==> config.mk <==
export PLATFORM = sky130hd
export DESIGN_NAME = multiCycleControl
export DESIGN_NICKNAME = d
export VERILOG_FILES = /design/src/source/controlPkg.sv /design/src/source/instrDecoder.sv /design/src/source/stateSequencer.sv /design/src/source/ctrlWordRom.sv /design/src/source/exceptionUnit.sv /design/src/source/multiCycleControl.sv
export VERILOG_INCLUDE_DIRS = /design/src /design/src/source
export SDC_FILE = /design/constraint.sdc
export NUM_CORES = 1
export LEC_CHECK = 0
export ABC_CLOCK_PERIOD_IN_PS = 2600
export BUFFER_PORTS_ARGS = -buffer_cell sky130_fd_sc_hd__buf_2
export CORE_ASPECT_RATIO = 0.6
export CORE_MARGIN = 3
export CORE_UTILIZATION = 44
export CTS_CLUSTER_DIAMETER = 30
export DETAILED_ROUTE_END_ITERATION = 10
export GPL_TIMING_DRIVEN = 0
export PLACE_DENSITY = 0.77
export SLEW_MARGIN = 0
export SYNTH_ARGS = -nofsm -noshare
export SYNTH_HDL_FRONTEND = slang
export SYNTH_HIERARCHICAL = 1
export SYNTH_SLANG_ARGS = --single-unit
==> constraint.sdc <==
create_clock -name iCLK -period 2.6 [get_ports iCLK]
set_clock_uncertainty 0.1 [all_clocks]
set_input_delay 0.52 -clock iCLK [delete_from_list [all_inputs] [get_ports iCLK]]
set_output_delay 0.52 -clock iCLK [all_outputs]
set_load 0.1 [all_outputs]
==> src/source/control_cfg.svh <==
`ifndef CONTROL_CFG_SVH
`define CONTROL_CFG_SVH

// primary opcode field, bits 31:26 of the instruction
`define OPC_RFMT 6'b000000
`define OPC_J 6'b000010
`define OPC_JAL 6'b000011
`define OPC_BEQ 6'b000100
`define OPC_BNE 6'b000101
`define OPC_ADDI 6'b001000
`define OPC_ADDIU 6'b001001
`define OPC_SLTI 6'b001010
`define OPC_SLTIU 6'b001011
`define OPC_ANDI 6'b001100
`define OPC_ORI 6'b001101
`define OPC_XORI 6'b001110
`define OPC_LUI 6'b001111
`define OPC_LW 6'b100011
`define OPC_SW 6'b101011
`define OPC_COP0 6'b010000

// funct field of R-format words
`define FUN_ADD 6'b100000
`define FUN_ADDU 6'b100001
`define FUN_SUB 6'b100010
`define FUN_SUBU 6'b100011
`define FUN_AND 6'b100100
`define FUN_OR 6'b100101
`define FUN_XOR 6'b100110
`define FUN_NOR 6'b100111
`define FUN_SLT 6'b101010
`define FUN_SLTU 6'b101011
`define FUN_SLL 6'b000000
`define FUN_SRL 6'b000010
`define FUN_SRA 6'b000011
`define FUN_JR 6'b001000
`define FUN_SYSCALL 6'b001100
`define FUN_MULT 6'b011000
`define FUN_MULTU 6'b011001
`define FUN_DIV 6'b011010
`define FUN_DIVU 6'b011011
// eret shares its funct value with mult, only the cop0 opcode tells them apart
`define FUN_ERET 6'b011000

// rs field of cop0 words
`define FMT_MTC 5'b00100
`define FMT_MFC 5'b00000
`define FMT_ERET 5'b10000

// cause register exception codes
`define EXC_INT 5'd0
`define EXC_SYS 5'd8
`define EXC_INSTR 5'd10
`define EXC_ALU 5'd12

`endif

==> src/source/controlPkg.sv <==
`default_nettype none

package controlPkg;

	// execution states, one cycle each
	typedef enum logic [5:0]
	{
		FETCH,
		DECODE,
		RFMT,
		RFMT2,
		SHIFT,
		IFMTL,
		IFMTA,
		IFMT2,
		LWSW,
		LW,
		LW2,
		SW,
		BEQ,
		BNE,
		JUMP,
		JAL,
		JR,
		COP0MTC0,
		COP0MFC0,
		COP0ERET,
		COP0EXC
	} ctrlStateT;

	// datapath control word, pcWrite is the msb
	typedef struct packed
	{
		logic pcWrite;
		logic pcWriteBne;
		logic pcWriteBeq;
		logic iorD;
		logic memRead;
		logic memWrite;
		logic irWrite;
		logic memtoReg;
		logic regWrite;
		logic regDst;
		// 0 alu result, 1 alu out reg, 2 jump target, 3 register, 4 handler, 5 epc
		logic [2:0] pcSource;
		logic [1:0] aluOp;
		logic [2:0] aluSrcB;
		logic [1:0] aluSrcA;
		// write-back source select
		logic [2:0] store;
	} ctrlWordT;

	// what the decoder makes of opcode, funct and fmt
	typedef enum logic [4:0]
	{
		RTYPE,
		SHIFTOP,
		MULTDIV,
		JROP,
		SYSCALL,
		ILOGIC,
		IARITH,
		LOAD,
		STORE,
		BRANCHEQ,
		BRANCHNE,
		JUMPOP,
		JALOP,
		MTC0OP,
		MFC0OP,
		ERETOP,
		ILLEGAL
	} instrKindT;

	typedef struct packed
	{
		instrKindT kind;
		// add, sub, addi
		logic mayOverflow;
		// the next word sits in a branch delay slot
		logic delaySlot;
	} instrClassT;

	// strobes and status toward coprocessor 0
	typedef struct packed
	{
		logic pcOriginalWrite;
		logic regWrite;
		logic eret;
		logic excOccurred;
		logic branchDelay;
		logic interrupted;
		logic [4:0] excCode;
	} cop0CtrlT;

endpackage

`default_nettype wire

==> src/source/instrDecoder.sv <==
`timescale 1ns/1ps
`default_nettype none

`include "control_cfg.svh"

module instrDecoder
	import controlPkg::*;
(
	input wire logic [5:0] iOp,
	input wire logic [5:0] iFunct,
	input wire logic [4:0] iFmt,
	output instrClassT oClass
);

	always_comb
	begin
		// anything not matched below is illegal
		oClass.kind = ILLEGAL;
		oClass.mayOverflow = 1'b0;
		oClass.delaySlot = 1'b0;
		case (iOp)
			`OPC_RFMT:
				case (iFunct)
					`FUN_ADD, `FUN_SUB:
					begin
						oClass.kind = RTYPE;
						oClass.mayOverflow = 1'b1;
					end
					// unsigned and logical ops never trap
					`FUN_ADDU, `FUN_SUBU, `FUN_AND, `FUN_OR, `FUN_XOR, `FUN_NOR,
					`FUN_SLT, `FUN_SLTU:
						oClass.kind = RTYPE;
					`FUN_SLL, `FUN_SRL, `FUN_SRA:
						oClass.kind = SHIFTOP;
					`FUN_MULT, `FUN_MULTU, `FUN_DIV, `FUN_DIVU:
						oClass.kind = MULTDIV;
					`FUN_JR:
					begin
						oClass.kind = JROP;
						oClass.delaySlot = 1'b1;
					end
					`FUN_SYSCALL:
						oClass.kind = SYSCALL;
					default:
						oClass.kind = ILLEGAL;
				endcase
			`OPC_J:
			begin
				oClass.kind = JUMPOP;
				oClass.delaySlot = 1'b1;
			end
			`OPC_JAL:
			begin
				oClass.kind = JALOP;
				oClass.delaySlot = 1'b1;
			end
			`OPC_BEQ:
			begin
				oClass.kind = BRANCHEQ;
				oClass.delaySlot = 1'b1;
			end
			`OPC_BNE:
			begin
				oClass.kind = BRANCHNE;
				oClass.delaySlot = 1'b1;
			end
			`OPC_ADDI:
			begin
				oClass.kind = IARITH;
				oClass.mayOverflow = 1'b1;
			end
			`OPC_ADDIU, `OPC_SLTI, `OPC_SLTIU, `OPC_LUI:
				oClass.kind = IARITH;
			// zero-extended immediates
			`OPC_ANDI, `OPC_ORI, `OPC_XORI:
				oClass.kind = ILOGIC;
			`OPC_LW:
				oClass.kind = LOAD;
			`OPC_SW:
				oClass.kind = STORE;
			`OPC_COP0:
				case (iFmt)
					`FMT_MTC:
						oClass.kind = MTC0OP;
					`FMT_MFC:
						oClass.kind = MFC0OP;
					// eret also needs its own funct
					`FMT_ERET:
						oClass.kind = (iFunct == `FUN_ERET) ? ERETOP : ILLEGAL;
					default:
						oClass.kind = ILLEGAL;
				endcase
			default:
				oClass.kind = ILLEGAL;
		endcase
	end

endmodule

`default_nettype wire

==> src/source/stateSequencer.sv <==
`timescale 1ns/1ps
`default_nettype none

`include "control_cfg.svh"

module stateSequencer
	import controlPkg::*;
(
	input wire logic iCLK,
	input wire logic iRST,
	input instrClassT iClass,
	input wire logic iUserMode,
	input wire logic iInterruptPending,
	input wire logic iAluTrap,
	output ctrlStateT oState
);

	ctrlStateT state;
	ctrlStateT nextState;

	// state register
	always_ff @(posedge iCLK)
	begin
		if (iRST)
			state <= FETCH;
		else
			state <= nextState;
	end

	assign oState = state;

	always_comb
	begin
		nextState = FETCH;
		case (state)
			FETCH:
				nextState = DECODE;
			DECODE:
				case (iClass.kind)
					RTYPE, MULTDIV:
						nextState = RFMT;
					SHIFTOP:
						nextState = SHIFT;
					ILOGIC:
						nextState = IFMTL;
					IARITH:
						nextState = IFMTA;
					LOAD, STORE:
						nextState = LWSW;
					// control transfers take a pending interrupt before they start
					JROP:
						nextState = iInterruptPending ? COP0EXC : JR;
					BRANCHEQ:
						nextState = iInterruptPending ? COP0EXC : BEQ;
					BRANCHNE:
						nextState = iInterruptPending ? COP0EXC : BNE;
					JUMPOP:
						nextState = iInterruptPending ? COP0EXC : JUMP;
					JALOP:
						nextState = iInterruptPending ? COP0EXC : JAL;
					// privileged, kernel mode only
					MTC0OP:
						nextState = iUserMode ? COP0EXC : COP0MTC0;
					MFC0OP:
						nextState = iUserMode ? COP0EXC : COP0MFC0;
					ERETOP:
						nextState = iUserMode ? COP0EXC : COP0ERET;
					// syscall and illegal words
					default:
						nextState = COP0EXC;
				endcase
			// mult and div write hi/lo, nothing left to do
			RFMT:
				nextState = (iClass.kind == MULTDIV) ? FETCH : RFMT2;
			SHIFT:
				nextState = RFMT2;
			IFMTL, IFMTA:
				nextState = IFMT2;
			// write-back states, last chance to trap
			RFMT2, IFMT2:
				nextState = (iAluTrap || iInterruptPending) ? COP0EXC : FETCH;
			LWSW:
				nextState = (iClass.kind == LOAD) ? LW : SW;
			LW:
				nextState = LW2;
			// lw2, sw, jumps, branches and cop0 states all close here
			default:
				nextState = FETCH;
		endcase
	end

endmodule

`default_nettype wire

==> src/source/ctrlWordRom.sv <==
`timescale 1ns/1ps
`default_nettype none

`include "control_cfg.svh"

module ctrlWordRom
	import controlPkg::*;
(
	input ctrlStateT iState,
	output ctrlWordT oCtrl
);

	always_comb
	begin
		case (iState)
			// read the word at pc, pc + 4
			FETCH:
				oCtrl = '{pcWrite: 1'b1, memRead: 1'b1, irWrite: 1'b1, aluSrcB: 3'b001,
					default: '0};
			// branch target into alu out
			DECODE:
				oCtrl = '{aluSrcB: 3'b011, default: '0};
			RFMT:
				oCtrl = '{aluOp: 2'b10, aluSrcA: 2'b01, default: '0};
			// shamt on the a side
			SHIFT:
				oCtrl = '{aluOp: 2'b10, aluSrcA: 2'b10, default: '0};
			RFMT2:
				oCtrl = '{regWrite: 1'b1, regDst: 1'b1, default: '0};
			// zero-extended immediate
			IFMTL:
				oCtrl = '{aluOp: 2'b11, aluSrcB: 3'b100, aluSrcA: 2'b01, default: '0};
			// sign-extended immediate
			IFMTA:
				oCtrl = '{aluOp: 2'b11, aluSrcB: 3'b010, aluSrcA: 2'b01, default: '0};
			IFMT2:
				oCtrl = '{regWrite: 1'b1, default: '0};
			// effective address
			LWSW:
				oCtrl = '{aluSrcB: 3'b010, aluSrcA: 2'b01, default: '0};
			LW:
				oCtrl = '{iorD: 1'b1, memRead: 1'b1, default: '0};
			LW2:
				oCtrl = '{memtoReg: 1'b1, regWrite: 1'b1, default: '0};
			SW:
				oCtrl = '{iorD: 1'b1, memWrite: 1'b1, default: '0};
			// compare by subtraction, target from alu out
			BEQ:
				oCtrl = '{pcWriteBeq: 1'b1, pcSource: 3'b001, aluOp: 2'b01, aluSrcA: 2'b01,
					default: '0};
			BNE:
				oCtrl = '{pcWriteBne: 1'b1, pcSource: 3'b001, aluOp: 2'b01, aluSrcA: 2'b01,
					default: '0};
			JUMP:
				oCtrl = '{pcWrite: 1'b1, pcSource: 3'b010, default: '0};
			// link address written through store select 1
			JAL:
				oCtrl = '{pcWrite: 1'b1, regWrite: 1'b1, pcSource: 3'b010, aluOp: 2'b11,
					aluSrcB: 3'b101, store: 3'b001, default: '0};
			JR:
				oCtrl = '{pcWrite: 1'b1, pcSource: 3'b011, default: '0};
			// cop0 register read back into rt
			COP0MFC0:
				oCtrl = '{regWrite: 1'b1, store: 3'b110, default: '0};
			// return to epc
			COP0ERET:
				oCtrl = '{pcWrite: 1'b1, pcSource: 3'b101, default: '0};
			// jump to the handler
			COP0EXC:
				oCtrl = '{pcWrite: 1'b1, pcSource: 3'b100, default: '0};
			// mtc0 is handled by the cop0 strobe alone
			default:
				oCtrl = '0;
		endcase
	end

endmodule

`default_nettype wire

==> src/source/exceptionUnit.sv <==
`timescale 1ns/1ps
`default_nettype none

`include "control_cfg.svh"

module exceptionUnit
	import controlPkg::*;
(
	input instrClassT iClass,
	input ctrlStateT iState,
	input wire logic iAluOverflow,
	input wire logic iExcLevel,
	input wire logic [7:0] iPendingInterrupt,
	output logic oInterruptPending,
	output logic oAluTrap,
	output cop0CtrlT oCop0
);

	logic [4:0] excCode;

	// interrupts and overflow are masked while a handler runs
	assign oInterruptPending = (|iPendingInterrupt) && !iExcLevel;
	assign oAluTrap = iClass.mayOverflow && iAluOverflow && !iExcLevel;

	// cause code, first match wins
	always_comb
	begin
		if (iClass.kind == SYSCALL)
			excCode = `EXC_SYS;
		else if (iClass.mayOverflow && iAluOverflow)
			excCode = `EXC_ALU;
		else if (iClass.kind inside {MTC0OP, MFC0OP, ERETOP})
			excCode = `EXC_INSTR;
		else if (oInterruptPending)
			excCode = `EXC_INT;
		else
			excCode = `EXC_INSTR;
	end

	always_comb
	begin
		// epc keeps the faulting pc only during the trap cycle
		oCop0.pcOriginalWrite = (iState != COP0EXC);
		oCop0.regWrite = (iState == COP0MTC0);
		oCop0.eret = (iState == COP0ERET);
		oCop0.excOccurred = (iState == COP0EXC);
		oCop0.branchDelay = iClass.delaySlot;
		oCop0.interrupted = (iState == COP0EXC) && (excCode == `EXC_INT);
		oCop0.excCode = excCode;
	end

endmodule

`default_nettype wire

==> src/source/multiCycleControl.sv <==
`timescale 1ns/1ps
`default_nettype none

`include "control_cfg.svh"

module multiCycleControl
	import controlPkg::*;
(
	input wire logic iCLK,
	input wire logic iRST,
	input wire logic [5:0] iOp,
	input wire logic [5:0] iFunct,
	input wire logic [4:0] iFmt,
	input wire logic iAluOverflow,
	input wire logic iUserMode,
	input wire logic iExcLevel,
	input wire logic [7:0] iPendingInterrupt,
	output ctrlWordT oCtrl,
	output cop0CtrlT oCop0,
	output ctrlStateT oState
);

	instrClassT instrClass;
	ctrlStateT state;
	logic interruptPending;
	logic aluTrap;

	assign oState = state;

	// instruction register fields to one class
	instrDecoder i_instrDecoder (
		.iOp(iOp),
		.iFunct(iFunct),
		.iFmt(iFmt),
		.oClass(instrClass)
	);

	stateSequencer i_stateSequencer (
		.iCLK(iCLK),
		.iRST(iRST),
		.iClass(instrClass),
		.iUserMode(iUserMode),
		.iInterruptPending(interruptPending),
		.iAluTrap(aluTrap),
		.oState(state)
	);

	// moore outputs, straight from the state
	ctrlWordRom i_ctrlWordRom (
		.iState(state),
		.oCtrl(oCtrl)
	);

	exceptionUnit i_exceptionUnit (
		.iClass(instrClass),
		.iState(state),
		.iAluOverflow(iAluOverflow),
		.iExcLevel(iExcLevel),
		.iPendingInterrupt(iPendingInterrupt),
		.oInterruptPending(interruptPending),
		.oAluTrap(aluTrap),
		.oCop0(oCop0)
	);

endmodule

`default_nettype wire

Word-level counts from Yosys, hierarchy flattened
Memory sizes are Yosys's and may differ from the RTL's. A register that Yosys moved wholly into a read port is not among the register bits.
Cells that the tools add are included.

word-level totals
  register bits after elaboration = 6
  memory bits (read-only) = 736
  input port bits = 30
  output and inout port bits = 40
  word-level logic and storage cells = 117
  memories kept = 1

memory list
  memory            words  bits a word  read ports  clocked after memory_dff  write ports  line               text
  (name not given)  32     23           1           1                         0            ctrlWordRom.sv:15  case (iState)

cells by class
  equal/unequal tests = 63
  muxes and demuxes = 27
  reduce and logical (&&, ||, !) cells = 25

operators with widths
  operator              count
  $pmux W6 S13          1
  $eq A6 B4 Y1 const B  12
  $eq A6 B6 Y1 const B  12
  $mux W5               10
  $pmux W5 S10          1
  $eq A6 B5 Y1 const B  8
  $pmux W6 S8           1
  $eq A5 B4 Y1 const B  8
  $eq A6 B2 Y1 const B  6
  $eq A6 B3 Y1 const B  6
  $eq A5 B3 Y1 const B  5
  $pmux W5 S5           1
  $mux W23              1
  $logic_not A6 Y1      3
  $logic_not A5 Y1      3
  $pmux W5 S3           1
  $mux W3               4
  $eq A5 B2 Y1 const B  2
  $reduce_or A10 Y1     1
  $reduce_or A2 Y1      5
  $reduce_or A4 Y1      2
  $reduce_or A8 Y1      1
  $eq A6 B1 Y1 const B  1
  $ne A6 B5 Y1 const B  1
  12 further kinds      19

Longest topological paths before layout
Gate-level depths: netlist of the first run.

  depth in word-level cells = 11
  mapped depth = 10
  mapped depth without buffers = 10

Hierarchy
Netlist of the first run, hierarchy kept.

modules (own cells, without submodules)
  module          instances  cells each  area each (um2)
  stateSequencer  1          75          574.3
  instrDecoder    1          78          494.2
  ctrlWordRom     1          71          489.2
  exceptionUnit   1          25          173.9

Least setup slack after synthesis of the first run
No wires, ideal clock.

  kind = reg-to-output
  from = register i_stateSequencer/oState[1] (netlist name)
  to = output oCtrl[12] (netlist name)
  data arrival time = 4.758 ns
  setup slack = -2.778 ns
  stages on the path, launching flop included = 4
  path buffers = 0
  cell sequence = dfxtp_1 > ha_1 > mux2i_1 > nor4b_1

RTL lines
  what              line                     text
  end: declaration  multiCycleControl.sv:18  output ctrlWordT oCtrl,

==> results of run 1 <==
## cells by family (layout without fill, tap and decap cells)
logic type / count (synthesis) / count (layout) / share of synthesized area
AO/OA/AOI/OAI: 70 / 70 / 0.298
buffers and inverters: 31 / 108 / 0.111
adder cells (fa/ha/maj): 6 / 6 / 0.0419
flip-flops: 5 / 5 / 0.0578
multiplexers: 2 / 2 / 0.0123
other: 2 / 3 / 0.00434
XOR/XNOR: 3 / 3 / 0.0152
AND/OR/NAND/NOR: 130 / 130 / 0.460
## final timing paths
check | slack [ns] | cells after the start | end | startpoint
max | -0.71 | 9 | oCop0[1] | iFunct[0]
min | 0.48 | 3 | i_stateSequencer/oState[3]$_SDFF_PP0_ | i_stateSequencer/oState[4]$_SDFF_PP0_
max reg2reg | 0.88 | 5 | i_stateSequencer/oState[2]$_SDFF_PP0_ | i_stateSequencer/oState[3]$_SDFF_PP0_
min reg2reg | 0.48 | 3 | i_stateSequencer/oState[3]$_SDFF_PP0_ | i_stateSequencer/oState[4]$_SDFF_PP0_
## report_power, final
part / leakage, nW / switching, mW / internal, mW
registers: 0.0445 / 0.110 / 0.115
clock network: 0.0228 / 0.0406 / 0.105
logic: 1.08 / 1.22 / 0.509
total: 1.15 / 1.37 / 0.730
## what timing repair did
action,4_1_cts,5_1_grt
endpoints found under the setup margin,15,21
pin swaps,13,8
gates resized for setup,44,19
hold buffers,0,0
setup buffers,7,4
## worst min-delay path, delay by kind of cell (launching register included)
| family | cells | cell delay [ns] |
|---|---|---|
| AO/OA/AOI/OAI | 2 | 0.10 |
| AND/OR/NAND/NOR | 1 | 0.06 |
| flip-flops | 1 | 0.38 |
## layout make-up
type                       count  share of cell area
buffer                        23              0.0695
timing repair buffer          73               0.190
inverter                       8              0.0140
clock buffer                   4              0.0162
sequential                     5              0.0429
tap                           45              0.0203
multi-input combinational    214               0.648
## per-layer routing
| layer | up-vias | track usage | routed length (um) |
|---|---|---|---|
| li1 | 1078 | - | - |
| met4 | 0 | 0.0311 | 0 |
| met2 | 129 | 0.355 | 2350 |
| met1 | 1009 | 0.432 | 3200 |
| met5 | - | 0 | 0 |
| met3 | 0 | 0.0541 | 790 |
## cells in the mapped netlist, drive strengths merged (3+ instances only)
cell	count
a211oi	7
a21o	3
a21oi	12
a31oi	5
and2	4
and3	6
and3b	3
buf	20
clkbuf	3
dfxtp	5
ha	5
inv	8
nand2	16
nand2b	5
nand3	6
nand3b	5
nor2	25
nor2b	13
nor3	11
nor3b	6
nor4	5
nor4b	3
o211ai	5
o21ai	12
o22ai	4
or2	4
or3	3
or3b	4
xnor2	3
==> impl.org, run 1 <==
** Die
- Die area :: 4750 um2
- The core region is 3500 um2.
- Chip Width :: 87.0 um
- Starting utilization of the core area :: 0.494
- In this run the vertical extent of the chip is 54.6 um.
- The initialized floorplan defines 16 standard-cell rows.
- In this run the count of I/O pins placed on the die edge is 70.

** Cells and area
- Area Overhead vs Synth :: 60.1%
- In the final layout, the multi-input gates occupy 1800 um2.
- Footprint of the flip-flops and latches :: 119 um2
- The finished cells cover 2770 um2.
- Post-route core utilization :: 0.791
- Share of post-route cells with drive strength above 1 :: 0.508
- Number of cells in the finished layout apart from fillers :: 372
- The repair_antennas step left the layout with diodes totalling 0.
- Flip-flop count of the largest register after layout :: 5
- Number of nets at the end of the flow :: 363
- The library cell used most frequently in the layout, excluding fill and tap cells, is sky130_fd_sc_hd__buf_2.
- In the layout the commonest cells are sky130_fd_sc_hd__buf_2 (46), sky130_fd_sc_hd__buf_4 (20), sky130_fd_sc_hd__nor2_1 (16), sky130_fd_sc_hd__nand2_1 (16), sky130_fd_sc_hd__nor2b_1 (12).
- FILL cells :: 254

** Power
- In this run the power density over the cells is 759 nW/um2.
- Summed over all cells, the static leakage comes to 1.15 nW.
- Across the VDD grid, the largest voltage drop is 0.00113 V.
- PnR Total Power :: 2.10 mW

** Place
- Buffers placed on the I/O ports in this run total 63.
- In this run the cell area measured after placement is 2430 um2.
- Routability-driven placement finished with a final weighted congestion of 0.923.
- Cell total after placement :: 358
- Worst setup slack after placement :: -1.05 ns
- Placed wire-length estimate :: 4.80 mm

** Synth
- The average instance in the mapped netlist occupies 6.95 um2.
- Mapped Cells :: 249
- Cell types occupying the most area after synthesis :: sky130_fd_sc_hd__dfxtp_1 (5.8%), sky130_fd_sc_hd__nor2_1 (5.2%), sky130_fd_sc_hd__nor2b_1 (4.7%), sky130_fd_sc_hd__ha_1 (3.6%), sky130_fd_sc_hd__a21oi_1 (3.5%)
- Netlist Area Pre-Place :: 1730 um2
- Fraction of synthesis flops using an asynchronous set or reset pin :: 0
- Fraction of the yosys area taken by sequential cells :: 0.0578
- Number of synthesis warnings :: 6
- Unique masters post-synth :: 75
- Predominant post-synthesis flop cell :: sky130_fd_sc_hd__dfxtp_1
- Synth area leader :: sky130_fd_sc_hd__dfxtp_1
- Of the post-synthesis cell area, the dominant cell type holds 0.0578.
- Flop and latch count out of synthesis :: 5
- Yosys mapped a number of flops with a built-in enable equal to 0.

** Timing
- The count of final hold-check violations was 0.
- Setup violations remaining at the end of the flow were counted as 9.
- Setup total negative slack on the finished layout was measured at -4.04 ns.
- For the pin with the worst max-slew slack, the measured transition is 0.902 ns.
- Worst hold slack :: 0.481 ns
- Setup repair after global routing could not meet its margin everywhere.
- Number of max-slew violations in the final report :: 0
- Dividing the final minimum period by the clock period gives 1.27.
- In the post-route analysis, the smallest setup slack over all paths is -0.711 ns.
- Timing would allow up to 0.302 GHz.
- Worst max-slew margin expressed relative to the limit :: 0.399
- Time the worst path needs with I/O delays and setup :: 3.31 ns

** Setup path
- Cell breakdown of the critical path :: buf_6, or4b_4, o31ai_4, nand3_2, o211ai_1, nor2b_4, o211ai_1, a221oi_4, buf_12
- Among cell families on the critical path, the largest total delay comes from simple AND/OR/NAND/NOR gates.
- For this design, the slowest cell found on the critical path is sky130_fd_sc_hd__or4b_4.
- Worst-path maximum fanout :: 4
- The worst setup path is launched from an input pin.
- Arrival time worst endpoint :: 2.69 ns
- STA classifies the critical path endpoint as an output pin.
- Worst path bufs/invs :: 2
- Required time at the endpoint of the critical path :: 1.98 ns
- Crit-path max cell delay :: 0.58 ns
- Most prevalent standard cell on the critical path :: sky130_fd_sc_hd__o211ai_1
- Critical path class :: in -> out

** Global route
- For this run, the total global-route usage over all layers was measured as 0.267.
- Maximum number of pins on one net before global-route repair :: 20
- Vias in the first global route :: 1,882
- Global route total overflow :: 0
- Antenna violations before repair :: 0
- Wire length of the first global-routing pass :: 9.80 mm

** CTS
- Clock tree synthesis inserted a total of 3 buffers.
- Clock root cell :: sky130_fd_sc_hd__clkbuf_8
- Worst-Skew Late Latency :: 0.22 ns
- In this run the number of H-tree levels came out at 1.
- Clock-pin slew was measured on the worst setup and hold paths at 0.04 ns.
- The clock passes through at most 2 buffers.
- TritonCTS built the clock tree.
- Number of sinks on the clock net :: 5

** Route
- In the routed design, unresolved DRC markers number 0.
- Wire length reported by the detailed router :: 6.34 mm
- Number of vias per cell :: 5.96
- Detailed-route wire length per cell :: 17.0 um
- Iteration-0 DRC count of the detailed router :: 189
- Via Count :: 2,216
- 1st-pass router iterations :: 4
- Number of nets with antenna violations after routing :: 0

** Flow run
- Max-cap violations in this run came to 0.

** Run status
- The final reports fail on negative setup slack.
- The run finished, with violations left.

** Worst hold path
- The min-delay analysis places its worst path in the category reg -> reg.
(Power assumes the default switching activity.)
==> run 2: changes to the inputs <==
CORE_ASPECT_RATIO = 1.2   (was 0.6)
TNS_END_PERCENT = 1   (was default)
==> run 2 against run 1 <==
  * The run still ends with negative setup slack left
  * Utilization down 9.6 points
  * Via count down 2.1%
  * Worst hold slack gained 0.050 ns
  * Sequential share of layout area about the same
  * Final cell count up 0.54%
  * Critical path type unchanged
==> impl.org, run 2 (same netlist as run 1, synthesis figures left out) <==
** Global route
- Entering global routing, the biggest net connects 20 pins.
- Global route total overflow :: 0
- Vias in the first global route :: 2,000
- Antenna violations before repair :: 0
- Wire length of the first global-routing pass :: 9.23 mm
- GRT Util Overall :: 0.232

** Setup path
- Walking the worst path, the cells encountered are buf_2, or4_4, nor4_4, a31oi_1, o221ai_2, nor3_1, and2_4, a221oi_4, buf_12.
- The worst setup path is captured at an output pin.
- In this run the critical register-to-register path is captured at i_stateSequencer/oState[2]$_SDFF_PP0_.
- Counting both buffers and inverters, the worst setup path holds a total of 2.
- Counting buffers and inverters, the worst setup path is 9 cells deep.
- Worst-path maximum fanout :: 9
- Kind of cell with the highest combined delay on the critical path :: simple AND/OR/NAND/NOR gates
- For flop-to-flop paths, the worst setup slack is 0.93 ns.
- Worst Setup EP :: oCop0[1]
- Arrival time worst endpoint :: 2.57 ns
- CP Launch Type :: input pin
- The worst setup path is of the in -> out kind.
- Tracing the worst setup path back leads to its startpoint at iOp[1].
- STA puts the critical path data required time at 1.98 ns.
- The worst register-to-register path begins at i_stateSequencer/oState[3]$_SDFF_PP0_.
- Worst Reg-to-Reg Cells :: 5
- The largest individual stage delay along the critical path comes from the cell sky130_fd_sc_hd__or4_4.
- The largest single stage delay on the critical path is 0.57 ns.

** Cells and area
- Area Overhead vs Synth :: 49.6%
- Share of post-route cells with drive strength above 1 :: 0.466
- In the final layout, the multi-input gates occupy 1690 um2.
- Number of diodes :: 0
- Flip-flop count of the largest register after layout :: 5
- Number of cells in the finished layout apart from fillers :: 374
- After routing the design area is 2590 um2.
- Summing all flip-flop and latch instances after layout gives 110 um2.
- Most frequent cells in the layout :: sky130_fd_sc_hd__buf_2 (51), sky130_fd_sc_hd__nor2_1 (20), sky130_fd_sc_hd__buf_4 (17)
- The layout has 337 filler cells.
- Number of nets at the end of the flow :: 358
- Leading cell type in the layout, fill and taps excluded :: sky130_fd_sc_hd__buf_2

** Place
- Counting tap cells, the placed design contains a total of 365 instances.
- Detailed placement ended at an HPWL of 4.10 mm.
- Placement-stage cell area :: 2290 um2
- Worst setup slack after placement :: -0.986 ns
- At the end of routability-driven placement, the weighted congestion stood at 0.874.
- During placement, the flow inserted port buffers numbering 63.

** Die
- The floorplan step set the die width to 63.3 um.
- Die height :: 74.7 um
- The floorplan step defined a die boundary enclosing 4730 um2.
- The initial utilization of the core area, before any placement, comes to 0.465.
- The floorplan step defined a core boundary enclosing 3720 um2.
- The floorplan has 24 rows.
- 70 I/O pins were placed.

** CTS
- The tree built by TritonCTS fans out to 5 sinks.
- Worst-case clock buffer depth :: 2
- Quantity of hold-fixing buffers added after cts :: 0
- CTS H-tree lvls :: 1
- The clock reaches the later pin of the worst-skew pair after 0.22 ns.
- Worst-path clk slew :: 0.03 ns
- The number of clock buffers added by TritonCTS is 3.
- Clock tree synthesis selected as its root buffer the cell sky130_fd_sc_hd__clkbuf_8.
- TritonCTS built the clock tree.

** Timing
- Worst max-slew margin expressed relative to the limit :: 0.464
- For this run, the top clock speed supported by timing is 0.313 GHz.
- Setup violations remaining at the end of the flow were counted as 9.
- Transition at the pin with the smallest max-transition slack :: 0.804 ns
- Part of the cycle the worst path needs :: 1.23
- The count of final max-slew check failures came to 0.
- Time the worst path needs with I/O delays and setup :: 3.19 ns
- Smallest setup slack after layout :: -0.592 ns
- Setup repair after global routing could not meet its margin everywhere.
- Summed negative setup slack over all endpoints :: -3.11 ns
- The count of final hold-check violations is 0.
- Worst hold slack :: 0.531 ns

** Route
- Detailed-route wire length per cell :: 15.5 um
- In the routed layout, each cell is associated on average with a via count of 5.80.
- Number of nets with antenna violations after routing :: 0
- Via Count :: 2,170
- For this block, the routed nets add up to 5.81 mm of wire.
- DRC violations left :: 0
- The pre-antenna-repair detailed-routing pass consisted of 4 iterations.
- Iteration-0 DRC count of the detailed router :: 159

** Power
- In this run the static leakage power is 1.11 nW.
- The worst-case IR drop observed on VDD is 0.000438 V.
- Dividing total power by cell area gives a power density of 761 nW/um2.

** Run status
- Violated checks :: negative setup slack
- The run finished, with violations left.

** Flow run
- The tool flagged a number of max-cap violations equal to 0.

** Worst hold path
- Hold Crit Depth :: 4
- The startpoint identified for the worst hold timing path is iRST.
- The path class of the tightest hold or removal check is in -> reg.
[run 2: final cells by class]
| cell class | count | area share |
|---|---|---|
| Timing Repair Buffer | 68 | 0.184 |
| Inverter | 8 | 0.0130 |
| Tap cell | 52 | 0.0251 |
| Buffer | 23 | 0.0647 |
| Clock buffer | 4 | 0.0174 |
| Sequential cell | 5 | 0.0425 |
| Multi-Input combinational cell | 214 | 0.653 |
[run 2: per-stage QoR]
stage	total power, mW	utilization
after floorplan	1.48	-
after global placement	1.70	0.616
after detailed placement	1.71	0.616
after CTS	1.90	0.679
after global routing	2.07	0.696
final	1.97	0.696
[run 2: worst min-delay path by stage]
stage	slack, ns	end
global placement	0.51	i_stateSequencer/oState[2]$_SDFF_PP0_
detailed placement	0.52	i_stateSequencer/oState[3]$_SDFF_PP0_
finish	0.53	i_stateSequencer/oState[3]$_SDFF_PP0_
CTS	0.52	i_stateSequencer/oState[3]$_SDFF_PP0_
floorplan	0.59	i_stateSequencer/oState[3]$_SDFF_PP0_
global route	0.56	i_stateSequencer/oState[0]$_SDFF_PP0_
[run 2: timing repair]
| item | 4_1_cts | 5_1_grt |
|---|---|---|
| gates resized for setup | 45 | 15 |
| setup endpoints to repair | 20 | 22 |
| endpoints found under the hold margin | 0 | 0 |
| pin swaps | 15 | 4 |
| cloned | 0 | 0 |
| buffers inserted | 4 | 1 |
[run 2: worst min-delay path, stage by stage]
cell	delay, ns
sky130_fd_sc_hd__buf_2	0.11
sky130_fd_sc_hd__nor3_1	0.05
sky130_fd_sc_hd__o21ai_0	0.07
sky130_fd_sc_hd__a21oi_1	0.05
[run 2: routing by layer]
layer,part of all wire,vias up,global-route usage
met5,0,-,0
met3,0.047,4,0.0284
met2,0.52,71,0.431
met4,0.0079,0,0.0432
li1,-,1072,-
met1,0.42,1023,0.292
[run 2: where the power goes]
group / switching [mW] / total (mW) / internal [mW]
Clock: 0.0363 / 0.141 / 0.105
Sequential: 0.0893 / 0.201 / 0.112
Combinational: 1.16 / 1.63 / 0.471
